<file path="config.mk">
export PLATFORM = sky130hd
export DESIGN_NAME = csr_unit_top
export DESIGN_NICKNAME = d
export VERILOG_FILES = /design/src/hw/rv_instr_pkg.sv /design/src/hw/csr_pkg.sv /design/src/hw/gen_csr_ro.sv /design/src/hw/gen_csr_rw.sv /design/src/hw/csr_counters.sv /design/src/hw/icsr.sv /design/src/hw/csr_unit_top.sv
export VERILOG_INCLUDE_DIRS = /design/src /design/src/hw
export SDC_FILE = /design/constraint.sdc
export NUM_CORES = 1
export LEC_CHECK = 0
export ABC_AREA = 1
export BUFFER_PORTS_ARGS = -buffer_cell sky130_fd_sc_hd__buf_2
export CAP_MARGIN = 10
export CELL_PAD_IN_SITES_DETAIL_PLACEMENT = 0
export CELL_PAD_IN_SITES_GLOBAL_PLACEMENT = 2
export CORE_MARGIN = 2
export CORE_UTILIZATION = 32
export DETAILED_ROUTE_END_ITERATION = 8
export GPL_TIMING_DRIVEN = 0
export HOLD_SLACK_MARGIN = 0.15
export PLACE_DENSITY_LB_ADDON = 0.25
export SLEW_MARGIN = 25
export SYNTH_ARGS = -nofsm -noshare
export SYNTH_HDL_FRONTEND = slang
export SYNTH_SLANG_ARGS = --single-unit
</file>
<file path="constraint.sdc">
create_clock -name clk -period 2.4 [get_ports clk]
set_input_delay 0.24 -clock clk [delete_from_list [all_inputs] [get_ports clk]]
set_output_delay 0.24 -clock clk [all_outputs]
set_load 0.005 [all_outputs]
</file>
<file path="src/hw/csr_cfg.svh">
`ifndef CSR_CFG_SVH
`define CSR_CFG_SVH

// Register and CSR data width
`define CSR_XLEN 64

// CSR address field of the uop immediate
`define CSR_ADDR_W 12

// Reset values of the read-write CSRs
// mtvec comes up in direct mode at the boot trap vector
`define CSR_MTVEC_RESET 64'h0000_0000_0000_0100

// mscratch is cleared
`define CSR_MSCRATCH_RESET 64'h0000_0000_0000_0000

`endif

</file>
<file path="src/hw/rv_instr_pkg.sv">
`default_nettype none

`include "csr_cfg.svh"

package rv_instr_pkg;

    // Register file value and index
    typedef logic [`CSR_XLEN-1:0] t_rv_reg_data;

    // Also carries the zero-extended uimm of CSRRWI/CSRRSI/CSRRCI
    typedef logic [4:0] t_rv_reg_addr;

    // Micro-op encoding seen by the EX0 CSR unit
    typedef enum logic [3:0] {
        U_NOP   = 4'h0,
        U_CSRRW = 4'h1,
        U_CSRRS = 4'h2,
        U_CSRRC = 4'h3
    } t_uop;

    // Where the first source comes from
    typedef enum logic {
        OP_REG = 1'b0,
        OP_IMM = 1'b1
    } t_optype;

    typedef struct packed {
        t_optype      optype;
        t_rv_reg_addr opreg;
    } t_src_opnd;

    // Decoded micro-instruction
    // imm_11_0 holds the CSR address for CSR uops
    typedef struct packed {
        logic        valid;
        t_uop        uop;
        t_src_opnd   src1;
        logic [11:0] imm_11_0;
    } t_uinstr;

endpackage

`default_nettype wire

</file>
<file path="src/hw/csr_pkg.sv">
`default_nettype none

`include "csr_cfg.svh"

package csr_pkg;

    typedef logic [`CSR_ADDR_W-1:0] t_csr_addr;

    // Implemented CSR addresses
    localparam t_csr_addr CSRA_MTVEC    = 12'h305;
    localparam t_csr_addr CSRA_MSCRATCH = 12'h340;
    localparam t_csr_addr CSRA_CYCLE    = 12'hC00;
    localparam t_csr_addr CSRA_INSTRET  = 12'hC02;

    // Plain full-width payload
    // Used by mscratch and the two counters
    typedef struct packed {
        logic [`CSR_XLEN-1:0] data;
    } t_gen_csr;

    // Trap vector base and mode
    typedef struct packed {
        logic [`CSR_XLEN-3:0] base;
        logic [1:0]           mode;
    } t_csr_mtvec;

    // Only direct mode is supported, so mode is not writable
    localparam logic [`CSR_XLEN-1:0] MTVEC_WR_MASK = {{(`CSR_XLEN-2){1'b1}}, 2'b00};

    // All bits of a plain CSR are writable
    localparam logic [`CSR_XLEN-1:0] GEN_WR_MASK = '1;

endpackage

`default_nettype wire

</file>
<file path="src/hw/gen_csr_ro.sv">
`timescale 1ns/1ps
`default_nettype none

module gen_csr_ro #(
    parameter type                T        = csr_pkg::t_gen_csr,
    parameter csr_pkg::t_csr_addr CSR_ADDR = '0
) (
    input  logic                       clk,
    input  logic                       rst_n,

    // State is owned outside the slice
    input  T                           csr_state,

    input  logic                       valid_ex0,
    input  rv_instr_pkg::t_uinstr      uinstr_ex0,
    input  logic                       wr_en_ex0,
    output rv_instr_pkg::t_rv_reg_data rd_value_ex0,
    output logic                       hit_ex0,
    output logic                       wr_fault_ex0
);

    import rv_instr_pkg::*;
    import csr_pkg::*;

    t_csr_addr    csr_addr_ex0;
    t_rv_reg_data state_zext;

    assign csr_addr_ex0 = uinstr_ex0.imm_11_0;
    assign hit_ex0      = valid_ex0 && (csr_addr_ex0 == CSR_ADDR);

    // Any real write to this address is a fault
    assign wr_fault_ex0 = hit_ex0 && wr_en_ex0;

    // Zero-extend the payload to register width
    always_comb begin
        state_zext = '0;
        state_zext[$bits(T)-1:0] = csr_state;
    end

    assign rd_value_ex0 = hit_ex0 ? state_zext : '0;

    // Read data must stay off the shared OR bus unless addressed
    a_rd_zero_on_miss: assert property (
        @(posedge clk) disable iff (!rst_n)
        !hit_ex0 |-> (rd_value_ex0 == '0)
    );

endmodule

`default_nettype wire

</file>
<file path="src/hw/gen_csr_rw.sv">
`timescale 1ns/1ps
`default_nettype none

module gen_csr_rw #(
    parameter type                         T         = csr_pkg::t_gen_csr,
    parameter csr_pkg::t_csr_addr          CSR_ADDR  = '0,
    parameter T                            RESET_VAL = '0,
    parameter rv_instr_pkg::t_rv_reg_data  WR_MASK   = '1
) (
    input  logic                       clk,
    input  logic                       rst_n,

    input  logic                       valid_ex0,
    input  rv_instr_pkg::t_uinstr      uinstr_ex0,
    input  logic                       wr_en_ex0,
    input  rv_instr_pkg::t_rv_reg_data wr_value_ex0,
    output rv_instr_pkg::t_rv_reg_data rd_value_ex0,
    output logic                       hit_ex0,
    output T                           csr_state
);

    import rv_instr_pkg::*;
    import csr_pkg::*;

    T             csr_q;
    T             csr_d;
    t_csr_addr    csr_addr_ex0;
    t_rv_reg_data cur_ex0;
    t_rv_reg_data upd_ex0;
    t_rv_reg_data nxt_ex0;

    assign csr_addr_ex0 = uinstr_ex0.imm_11_0;
    assign hit_ex0      = valid_ex0 && (csr_addr_ex0 == CSR_ADDR);

    always_comb begin
        cur_ex0 = '0;
        cur_ex0[$bits(T)-1:0] = csr_q;
    end

    // Old value goes back as the uop result
    assign rd_value_ex0 = hit_ex0 ? cur_ex0 : '0;

    always_comb begin
        unique case (uinstr_ex0.uop)
            U_CSRRW: upd_ex0 = wr_value_ex0;
            U_CSRRS: upd_ex0 = cur_ex0 | wr_value_ex0;
            U_CSRRC: upd_ex0 = cur_ex0 & ~wr_value_ex0;
            default: upd_ex0 = cur_ex0;
        endcase
        // Bits outside the mask keep their current value
        nxt_ex0 = (upd_ex0 & WR_MASK) | (cur_ex0 & ~WR_MASK);
        csr_d   = nxt_ex0[$bits(T)-1:0];
    end

    // Commit at the end of EX0
    always_ff @(posedge clk) begin
        if (!rst_n) begin
            csr_q <= RESET_VAL;
        end else if (hit_ex0 && wr_en_ex0) begin
            csr_q <= csr_d;
        end
    end

    assign csr_state = csr_q;

    a_masked_bits_stable: assert property (
        @(posedge clk) disable iff (!rst_n)
        $stable(cur_ex0 & ~WR_MASK)
    );

endmodule

`default_nettype wire

</file>
<file path="src/hw/csr_counters.sv">
`timescale 1ns/1ps
`default_nettype none

module csr_counters (
    input  logic              clk,
    input  logic              rst_n,

    // One pulse per retired micro-instruction
    input  logic              retire_valid,

    output csr_pkg::t_gen_csr cycle_cnt,
    output csr_pkg::t_gen_csr instret_cnt
);

    // Free-running clock count
    // Reads 0 in the first cycle out of reset
    always_ff @(posedge clk) begin
        if (!rst_n) begin
            cycle_cnt.data <= '0;
        end else begin
            cycle_cnt.data <= cycle_cnt.data + 1'b1;
        end
    end

    // Counts uops before the current one, so the
    // increment lands after the uop has been seen
    always_ff @(posedge clk) begin
        if (!rst_n) begin
            instret_cnt.data <= '0;
        end else if (retire_valid) begin
            instret_cnt.data <= instret_cnt.data + 1'b1;
        end
    end

endmodule

`default_nettype wire

</file>
<file path="src/hw/icsr.sv">
`timescale 1ns/1ps
`default_nettype none

`include "csr_cfg.svh"

module icsr (
    input  logic                       clk,
    input  logic                       rst_n,

    input  rv_instr_pkg::t_uinstr      uinstr_ex0,
    input  rv_instr_pkg::t_rv_reg_data src1val_ex0,

    input  csr_pkg::t_gen_csr          cycle_cnt,
    input  csr_pkg::t_gen_csr          instret_cnt,

    output logic                       resvld_ex0,
    output rv_instr_pkg::t_rv_reg_data result_ex0,
    output logic                       csr_illegal_ex0
);

    import rv_instr_pkg::*;
    import csr_pkg::*;

    localparam int NUM_CSR = 4;

    // Slice positions on the read bus
    localparam int IDX_MTVEC    = 0;
    localparam int IDX_MSCRATCH = 1;
    localparam int IDX_CYCLE    = 2;
    localparam int IDX_INSTRET  = 3;

    localparam t_csr_mtvec MTVEC_RST    = `CSR_MTVEC_RESET;
    localparam t_gen_csr   MSCRATCH_RST = `CSR_MSCRATCH_RESET;

    logic               csr_uop_ex0;
    logic               valid_ex0;
    logic               wr_en_ex0;
    t_rv_reg_data       wr_value_ex0;
    t_rv_reg_data       rd_value_ex0 [NUM_CSR];
    logic [NUM_CSR-1:0] hit_ex0;
    logic [1:0]         wr_fault_ex0;
    t_rv_reg_data       rd_or_ex0;

    // Qualify
    assign csr_uop_ex0 = uinstr_ex0.uop inside {U_CSRRW, U_CSRRS, U_CSRRC};
    assign valid_ex0   = uinstr_ex0.valid && csr_uop_ex0;

    // uimm forms take the 5-bit field zero-extended
    assign wr_value_ex0 = (uinstr_ex0.src1.optype == OP_IMM) ?
                          t_rv_reg_data'(uinstr_ex0.src1.opreg) : src1val_ex0;

    // Set/clear with a zero operand is a pure read
    assign wr_en_ex0 = valid_ex0 &&
                       ((uinstr_ex0.uop == U_CSRRW) || (wr_value_ex0 != '0));

    gen_csr_rw #(
        .T         ( t_csr_mtvec   ),
        .CSR_ADDR  ( CSRA_MTVEC    ),
        .RESET_VAL ( MTVEC_RST     ),
        .WR_MASK   ( MTVEC_WR_MASK )
    ) u_csr_mtvec (
        .clk,
        .rst_n,
        .valid_ex0,
        .uinstr_ex0,
        .wr_en_ex0,
        .wr_value_ex0,
        .rd_value_ex0 ( rd_value_ex0[IDX_MTVEC] ),
        .hit_ex0      ( hit_ex0[IDX_MTVEC]      ),
        .csr_state    (                         )
    );

    gen_csr_rw #(
        .T         ( t_gen_csr     ),
        .CSR_ADDR  ( CSRA_MSCRATCH ),
        .RESET_VAL ( MSCRATCH_RST  ),
        .WR_MASK   ( GEN_WR_MASK   )
    ) u_csr_mscratch (
        .clk,
        .rst_n,
        .valid_ex0,
        .uinstr_ex0,
        .wr_en_ex0,
        .wr_value_ex0,
        .rd_value_ex0 ( rd_value_ex0[IDX_MSCRATCH] ),
        .hit_ex0      ( hit_ex0[IDX_MSCRATCH]      ),
        .csr_state    (                            )
    );

    gen_csr_ro #(.T(t_gen_csr), .CSR_ADDR(CSRA_CYCLE)) u_csr_cycle (
        .clk,
        .rst_n,
        .csr_state    ( cycle_cnt               ),
        .valid_ex0,
        .uinstr_ex0,
        .wr_en_ex0,
        .rd_value_ex0 ( rd_value_ex0[IDX_CYCLE] ),
        .hit_ex0      ( hit_ex0[IDX_CYCLE]      ),
        .wr_fault_ex0 ( wr_fault_ex0[0]         )
    );

    gen_csr_ro #(.T(t_gen_csr), .CSR_ADDR(CSRA_INSTRET)) u_csr_instret (
        .clk,
        .rst_n,
        .csr_state    ( instret_cnt               ),
        .valid_ex0,
        .uinstr_ex0,
        .wr_en_ex0,
        .rd_value_ex0 ( rd_value_ex0[IDX_INSTRET] ),
        .hit_ex0      ( hit_ex0[IDX_INSTRET]      ),
        .wr_fault_ex0 ( wr_fault_ex0[1]           )
    );

    // Slices drive zero when not addressed
    always_comb begin
        rd_or_ex0 = '0;
        for (int i = 0; i < NUM_CSR; i++) begin
            rd_or_ex0 = rd_or_ex0 | rd_value_ex0[i];
        end
    end

    assign csr_illegal_ex0 = valid_ex0 && ((hit_ex0 == '0) || (wr_fault_ex0 != '0));
    assign resvld_ex0      = valid_ex0;
    assign result_ex0      = csr_illegal_ex0 ? '0 : rd_or_ex0;

    a_single_hit: assert property (
        @(posedge clk) disable iff (!rst_n)
        $onehot0(hit_ex0)
    );

endmodule

`default_nettype wire

</file>
<file path="src/hw/csr_unit_top.sv">
`timescale 1ns/1ps
`default_nettype none

module csr_unit_top (
    input  logic                       clk,
    input  logic                       rst_n,

    input  rv_instr_pkg::t_uinstr      uinstr_ex0,
    input  rv_instr_pkg::t_rv_reg_data src1val_ex0,

    output logic                       resvld_ex0,
    output rv_instr_pkg::t_rv_reg_data result_ex0,
    output logic                       csr_illegal_ex0
);

    import csr_pkg::*;

    t_gen_csr cycle_cnt;
    t_gen_csr instret_cnt;

    // No pipeline behind EX0, so every valid uop retires here
    csr_counters u_csr_counters (
        .clk,
        .rst_n,
        .retire_valid ( uinstr_ex0.valid ),
        .cycle_cnt,
        .instret_cnt
    );

    icsr u_icsr (
        .clk,
        .rst_n,
        .uinstr_ex0,
        .src1val_ex0,
        .cycle_cnt,
        .instret_cnt,
        .resvld_ex0,
        .result_ex0,
        .csr_illegal_ex0
    );

endmodule

`default_nettype wire

</file>
==> flow_summary.yaml, run 1 <==
status:
  outcome: "finished with violations"
  violations: "setup timing"
sta:
  layout_min_cycle_time_ps: 2441
  slew_headroom_pct: 30.71
  finalMaxSlewViolations: 0
  post-route-worst-setup-slack_ps: -41.45
  fmax_mhz: 409.6
  setup_viol: 1
  fin_worst_skew_ps: 22.92
  final_hold_viol_count: 0
  rsz0062_at_grt: "true"
  worst_pin_slew_ps: 1039
  period_share_pct: 101.7
  setup_tns_ps: -41.45
final_layout:
  regArea_um2: 5085
  fillers: 5316
  drive_above_1_share_pct: 16.46
  layout.nets: 2993
  antennaDiodeCount: 0
  multiInputGateArea_um2: 9573
  syn2layout_area_growth_pct: 29.23
critical_path:
  crit_start: "uinstr_ex0[17]"
  critPathKind: "primary input to output port"
  critical_path.endpoint_type: "output port"
  cpMostUsedCell: "buf_12"
  start_kind: "primary input"
  critPathSlowestCell: "buf_12"
  worst-path-max-fanout: 8
  path_buf_inv: 8
  reg2reg_to: "u_csr_counters.cycle_cnt[41]"
  slowest_delay_ps: 180
  regToRegStartpoint: "u_csr_counters.cycle_cnt[0]"
  cp.arrival_ps: 2200
  critical-path-top-delay-family: "buffers and inverters"
  worstPathCellList: "buf_12 > inv_8 > buf_12 > buf_12 > o21ai_2 > nand3_2 > nor2_1 > nand2_1 > nor2_1 > nand3_1 > buf_6 > nand3_4 > nand2_8 > buf_12 > buf_16 > nor2_4 > buf_2"
  reg2reg_depth: 9
  crit_required_ps: 2160
  regToRegSetupSlack_ps: 70
logic_synthesis:
  ys_seq_area_share_pct: 32.37
  syn-num-nets: 2727
  synth_flop_cell: "dfxtp_1"
  ys_ff_latch: 254
  ys.warnings.count: 0
  yosys.area.top_type: "dfxtp_1"
  synth_area_um2: 15710
  synth_area_leaders: "dfxtp_1 32%, nand2_1 17%, nor2_1 8.6%"
  synth_edf_count: 0
  syn_inst: 2636
  synth_cell_types: 32
  async_flop_share_pct: 0
  synth_area_per_cell_um2: 5.959
  netlist.area_leader.share_pct: 32.37
hold_path:
  hold_path_class: "primary input to register"
  hold_end: "u_icsr.u_csr_mtvec.csr_state[42]"
  hold_depth: 5
  worstHoldStart: "src1val_ex0[42]"
power:
  power_mw: 10.80
  ir_drop_mv: 0.4158
  p_leak_nw: 7.609
  pwr_density_cell_nw_per_um2: 532.0
floorplanning:
  start_util_pct: 32.29
  rows: 81
  coreArea_um2: 48650
  ios: 155
  fp.dieW_um: 225.6
  die_h_um: 225.6
  die_area_um2: 50880
routing:
  remaining_drc_errors: 0
  drt_wl_total_um: 79380
  dr.pass1.iters: 5
  num_vias: 19030
  wl_per_cell_um: 22.35
  drt.antenna.violating_nets: 0
  vias_per_cell: 5.358
  initialDrtViolationCount: 1710
grt:
  grt_antenna_before_repair: 0
  grt_pass1_wl_um: 114900
  gr-total-overflow: 0
  grt_max_degree: 12
  grt_usage_pct: 30.60
  grt_pass1_vias: 17950
job:
  drv_cap: 0
clocking:
  cts_htree_levels: 2
  clock-sinks: 254
  cts.reportedPaths.clkPinSlew_ps: 60
  clockRootBuffer: "clkbuf_16"
  cts_inserted_buffers: 37
  clock_latency_ps: 560
  clock_path_buffers: 3
  cts_tree: "built"
placed_design:
  portBuffers: 152
  dpl.hpwl_um: 60630
  gp_congestion: 0.9421
-- Yosys cell counts, types with 2 or more instances --
master,number
nand2_1,698
nor2_1,360
inv_1,273
dfxtp_1,254
a21oi_1,210
nand3_1,199
nand4_1,183
o21ai_0,131
nor3_1,114
clkbuf_1,70
buf_2,50
buf_6,15
xor2_1,13
buf_1,10
nor3b_1,7
nor4_1,7
o21ai_1,7
and2_1,4
inv_2,4
o21a_1,4
or2_2,4
a31oi_1,3
nand3b_1,3
a211oi_1,2
buf_4,2
ha_1,2
nor2_2,2
-- cells by family (layout without fill, tap and decap cells) --
kind of cell / count (synthesis) / in the layout / share of synthesized area (%)
simple gates: 1583 / 1583 / 43.78
buf+inv: 424 / 717 / 11.30
compound gates: 360 / 360 / 11.67
flops: 254 / 254 / 32.37
xor+xnor: 13 / 13 / 0.7249
fa+ha+maj: 2 / 2 / 0.1593
-- what timing repair did --
item / 4_1_cts / 5_1_grt
resized for setup: 155 / 144
gates cloned: 3 / 2
setup buffers: 13 / 6
pin swaps: 14 / 31
hold buffers: 51 / 0
hold endpoints to repair: 90 / 0
setup endpoints to repair: 73 / 83
-- tightest hold or removal path, stage by stage --
cell and delay [ps]:
buf_2 120, nand2_1 110, inv_1 70, nand4_1 80
a21oi_1 60
-- report_power, final --
part	leakage [nW]	internal [mW]	total (mW)	switching, mW
logic	4.93	0.258	0.764	0.506
registers	2.05	4.23	4.23	0.00774
clock network	0.632	3.57	5.80	2.23
total	7.61	8.05	10.8	2.75
-- worst max path at each step --
stage	endpoint	depth (start not counted)	slack, ps
after global placement	result_ex0[25]	13	-1140
after global routing	result_ex0[33]	17	-100
after floorplan	result_ex0[10]	16	450
after detailed placement	result_ex0[25]	13	-1160
final	result_ex0[33]	17	-40
after CTS	result_ex0[52]	15	3
-- routing by layer --
metal	track usage (%)	routed length [µm]	up-vias	part of all wire, %
met5	0	0	-	0
met3	3.664	4901	134	6.2
met2	52.61	38110	741	48
met4	10.55	2711	0	3.4
met1	39.48	33660	8937	42
li1	-	-	9214	-
-- final cells by class --
cell class	count	area share, %
Multi-Input combinational cell	1958	47.16
Timing Repair Buffer	227	7.735
Sequential cell	254	25.05
Clock buffer	57	5.782
Buffer	147	4.771
Clock inverter	9	0.4993
Inverter	277	5.171
Tap cell	622	3.834
-- stage by stage --
step           utilization, %  worst slack (ps)  hold slack [ps]  cell area (µm²)  std cells
2_1_floorplan               -             452.9            410.9            15710       2636
3_3_place_gp            35.45             -1142            446.1            17250       3410
3_5_place_dp            35.46             -1158            451.4            17250       3410
4_1_cts                 40.59             3.061            151.0            19750       3543
5_1_grt                 41.73            -103.1            183.8            20300       3551
6_report                41.73            -41.45            167.3            20300       3551
-- placed cells by master (no fill, tap or decap), types with 4 or more instances in the layout --
master         netlist  routed
buf_12               0       7
buf_8                0       4
o21ai_0            131     120
nor2_1             360     302
nor3_2               0      33
inv_2                4       4
buf_2               50     190
o21ai_1              7       9
buf_1               10      10
and2_1               4       4
or2_2                4       4
nor3_1             114      76
clkbuf_8             0      14
nand3_1            199     192
nor3b_1              7       7
clkinv_2             0       5
nor4_1               7       7
a21oi_1            210     210
nor2_2               2      31
o21a_1               4       4
nor3_4               0       5
o21ai_2              1       9
buf_6               15      20
inv_1              273     271
clkbuf_1            70      57
dfxtp_1            254     254
nand2_2              1      31
clkbuf_4             0       4
dlygate4sd3_1        0      51
nand4_1            183     183
nand3_2              0       4
nor2_4               0      29
clkbuf_16            0      41
nand2_1            698     664
xor2_1              13      13
buf_4                2      26
-- registers in the layout (all words and copies together), names as in the netlist --
name / count
u_csr_counters.instret_cnt: 64
u_csr_counters.cycle_cnt: 64
u_icsr.u_csr_mscratch.csr_state: 64
u_icsr.u_csr_mtvec.csr_state: 62
(Power assumes the default switching activity.)
==> run 2: changes to the inputs <==
CORE_UTILIZATION = 29   (was 32)
clock period = 2 ns   (was 2.4 ns; I/O delays follow)
==> run 2 against run 1 <==
  * The flow still finishes with violations (setup timing)
  * Worst hold slack improved by 24 ps
  * First-iteration DRC count fell by 2.3%
  * Utilization fell by 1.3 points
  * Critical path depth fell by 1
  * Clock power rose by 8.1%
  * Die area rose by 10%
  * Total power rose by 14%
  * Sequential power rose by 20%
  * Final area rose by 7.0%
==> flow_summary.yaml, run 2 (same netlist as run 1, synthesis figures left out) <==
critical_path:
  critical-path-top-delay-family: "buffers and inverters"
  start_kind: "primary input"
  critical_path.endpoint_type: "output port"
  critPathKind: "primary input to output port"
  path_buf_inv: 7
  worst-path-max-fanout: 10
  slowest_delay_ps: 180
  cp.arrival_ps: 2140
  crit_required_ps: 1800
  worstPathCellList: "buf_12 > inv_8 > buf_4 > o21ai_0 > nand2_1 > nor2_4 > nand2_1 > nor2_1 > nand3_1 > buf_6 > nand3_4 > nand2_4 > buf_12 > buf_16 > nor2_4 > buf_2"
  critPathSlowestCell: "buf_4"
  regToRegSetupSlack_ps: 50
floorplanning:
  ios: 155
  fp.dieW_um: 236.7
  start_util_pct: 29.25
  die_h_um: 236.7
  coreArea_um2: 53710
  rows: 85
  die_area_um2: 56040
final_layout:
  final_common_cell: "nand2_1"
  antennaDiodeCount: 0
  layout.nets: 3036
  fillers: 5834
  fin_area_um2: 21710
  syn2layout_area_growth_pct: 38.22
  drive_above_1_share_pct: 21.85
  final_cell_mix: "622 x nand2_1, 267 x inv_1, 246 x dfxtp_1"
power:
  p_int_mw: 9.076
  p_sw_share_pct: 26.50
  p_comb_share_pct: 8.1
  pwr_density_cell_nw_per_um2: 568.8
  power_frac_clock_pct: 50.8
  power_mw: 12.35
  ir_drop_mv: 0.4930
  p_seq_share_pct: 41.2
  p_switching_mw: 3.272
  p_leak_nw: 8.163
routing:
  wl_per_cell_um: 22.81
  vias_per_cell: 5.303
  initialDrtViolationCount: 1671
  dr.pass1.iters: 6
  remaining_drc_errors: 0
  drt.antenna.violating_nets: 0
  drt_wl_total_um: 83610
  num_vias: 19440
grt:
  gr-total-overflow: 0
  grt_usage_pct: 28.90
  grt_pass1_wl_um: 120800
  grt_max_degree: 11
  grt_antenna_before_repair: 2
  grt_pass1_vias: 18570
sta:
  worst_pin_slew_ps: 1113
  finalMaxSlewViolations: 0
  fin_worst_skew_ps: 23.89
  final_hold_viol_count: 0
  layout_min_cycle_time_ps: 2344
  rsz0062_at_grt: "true"
  period_share_pct: 117.2
  setup_viol: 65
  fmax_mhz: 426.6
  setup_tns_ps: -15050
  slew_headroom_pct: 25.78
  post-route-worst-setup-slack_ps: -344.2
clocking:
  cts_inserted_buffers: 36
  clock-sinks: 254
  cts.reportedPaths.clkPinSlew_ps: 50
  clock_path_buffers: 3
  cts_tree: "built"
  cts_htree_levels: 2
  clock_latency_ps: 570
  clockRootBuffer: "clkbuf_16"
status:
  violations: "setup timing"
  outcome: "finished with violations"
placed_design:
  dpl.hpwl_um: 62710
  portBuffers: 152
  placed_cell_area_um2: 17340
  gp_congestion: 0.9295
hold_path:
  hold_path_class: "primary input to register"
job:
  drv_cap: 0
[run 2: repair_timing]
| item | CTS | global route |
|---|---|---|
| endpoints found under the hold margin | 119 | 0 |
| setup endpoints to repair | 221 | 132 |
| buffers inserted | 32 | 11 |
| resized for setup | 351 | 228 |
| pin swaps | 76 | 65 |
| hold buffers | 66 | 0 |
| gates cloned | 9 | 2 |
[run 2: worst paths after layout]
kind         depth (start not counted)                                from                                  to
max reg2reg                         11         u_csr_counters.cycle_cnt[2]        u_csr_counters.cycle_cnt[43]
min                                  8                      uinstr_ex0[15]     u_icsr.u_csr_mtvec.csr_state[3]
min reg2reg                          2  u_icsr.u_csr_mscratch.csr_state[9]  u_icsr.u_csr_mscratch.csr_state[9]
max                                 16                      uinstr_ex0[17]                      result_ex0[28]
[run 2: worst reg2reg max path, cell delays in order, from the launching register on]
cell,delay (ps)
dfxtp_2,380
nand3_2,160
nor2_4,160
nand2_1,150
nor2_4,150
inv_1,100
nor2_2,170
nand2_1,90
inv_2,140
nand2_1,100
o21ai_0,170
a21oi_1,60
[run 2: cell type report]
| type | count | area [µm²] | area share, % |
|---|---|---|---|
| clock buffers | 56 | 1026 | 4.726 |
| well taps | 696 | 870.8 | 4.011 |
| plain buffers | 147 | 1121 | 5.164 |
| inverters | 277 | 1062 | 4.893 |
| clock inverters | 7 | 75.07 | 0.3458 |
| repair buffers | 271 | 2073 | 9.549 |
| flip-flops and latches | 254 | 5102 | 23.50 |
| multi-input cells | 1958 | 10380 | 47.81 |
[run 2: stage by stage]
step	setup slack, ps	hold slack, ps	std cells	util [%]
3_5_place_dp	-1553	451.2	3484	32.29
2_1_floorplan	132.9	370.9	2636	-
6_report	-344.2	191.1	3666	40.42
5_1_grt	-349.9	222.4	3666	40.42
4_1_cts	-275.1	152.3	3654	38.80
3_3_place_gp	-1574	446.1	3484	32.28
[run 2: power groups by stage]
stage	registers, mW	clock network (mW)	logic, mW
floorplan	5.19	0	0.357
global placement	5.19	0	0.717
detailed placement	5.19	0	0.717
CTS	5.08	6.37	0.951
global route	5.08	6.56	1.05
finish	5.08	6.27	0.995
[run 2: per-layer routing]
| metal | vias up | global-route usage [%] | part of all wire (%) |
|---|---|---|---|
| li1 | 9295 | - | - |
| met1 | 9234 | 37.54 | 42 |
| met2 | 761 | 49.99 | 48 |
| met3 | 151 | 3.427 | 6.4 |
| met4 | 0 | 8.861 | 3.5 |
| met5 | - | 0 | 0 |
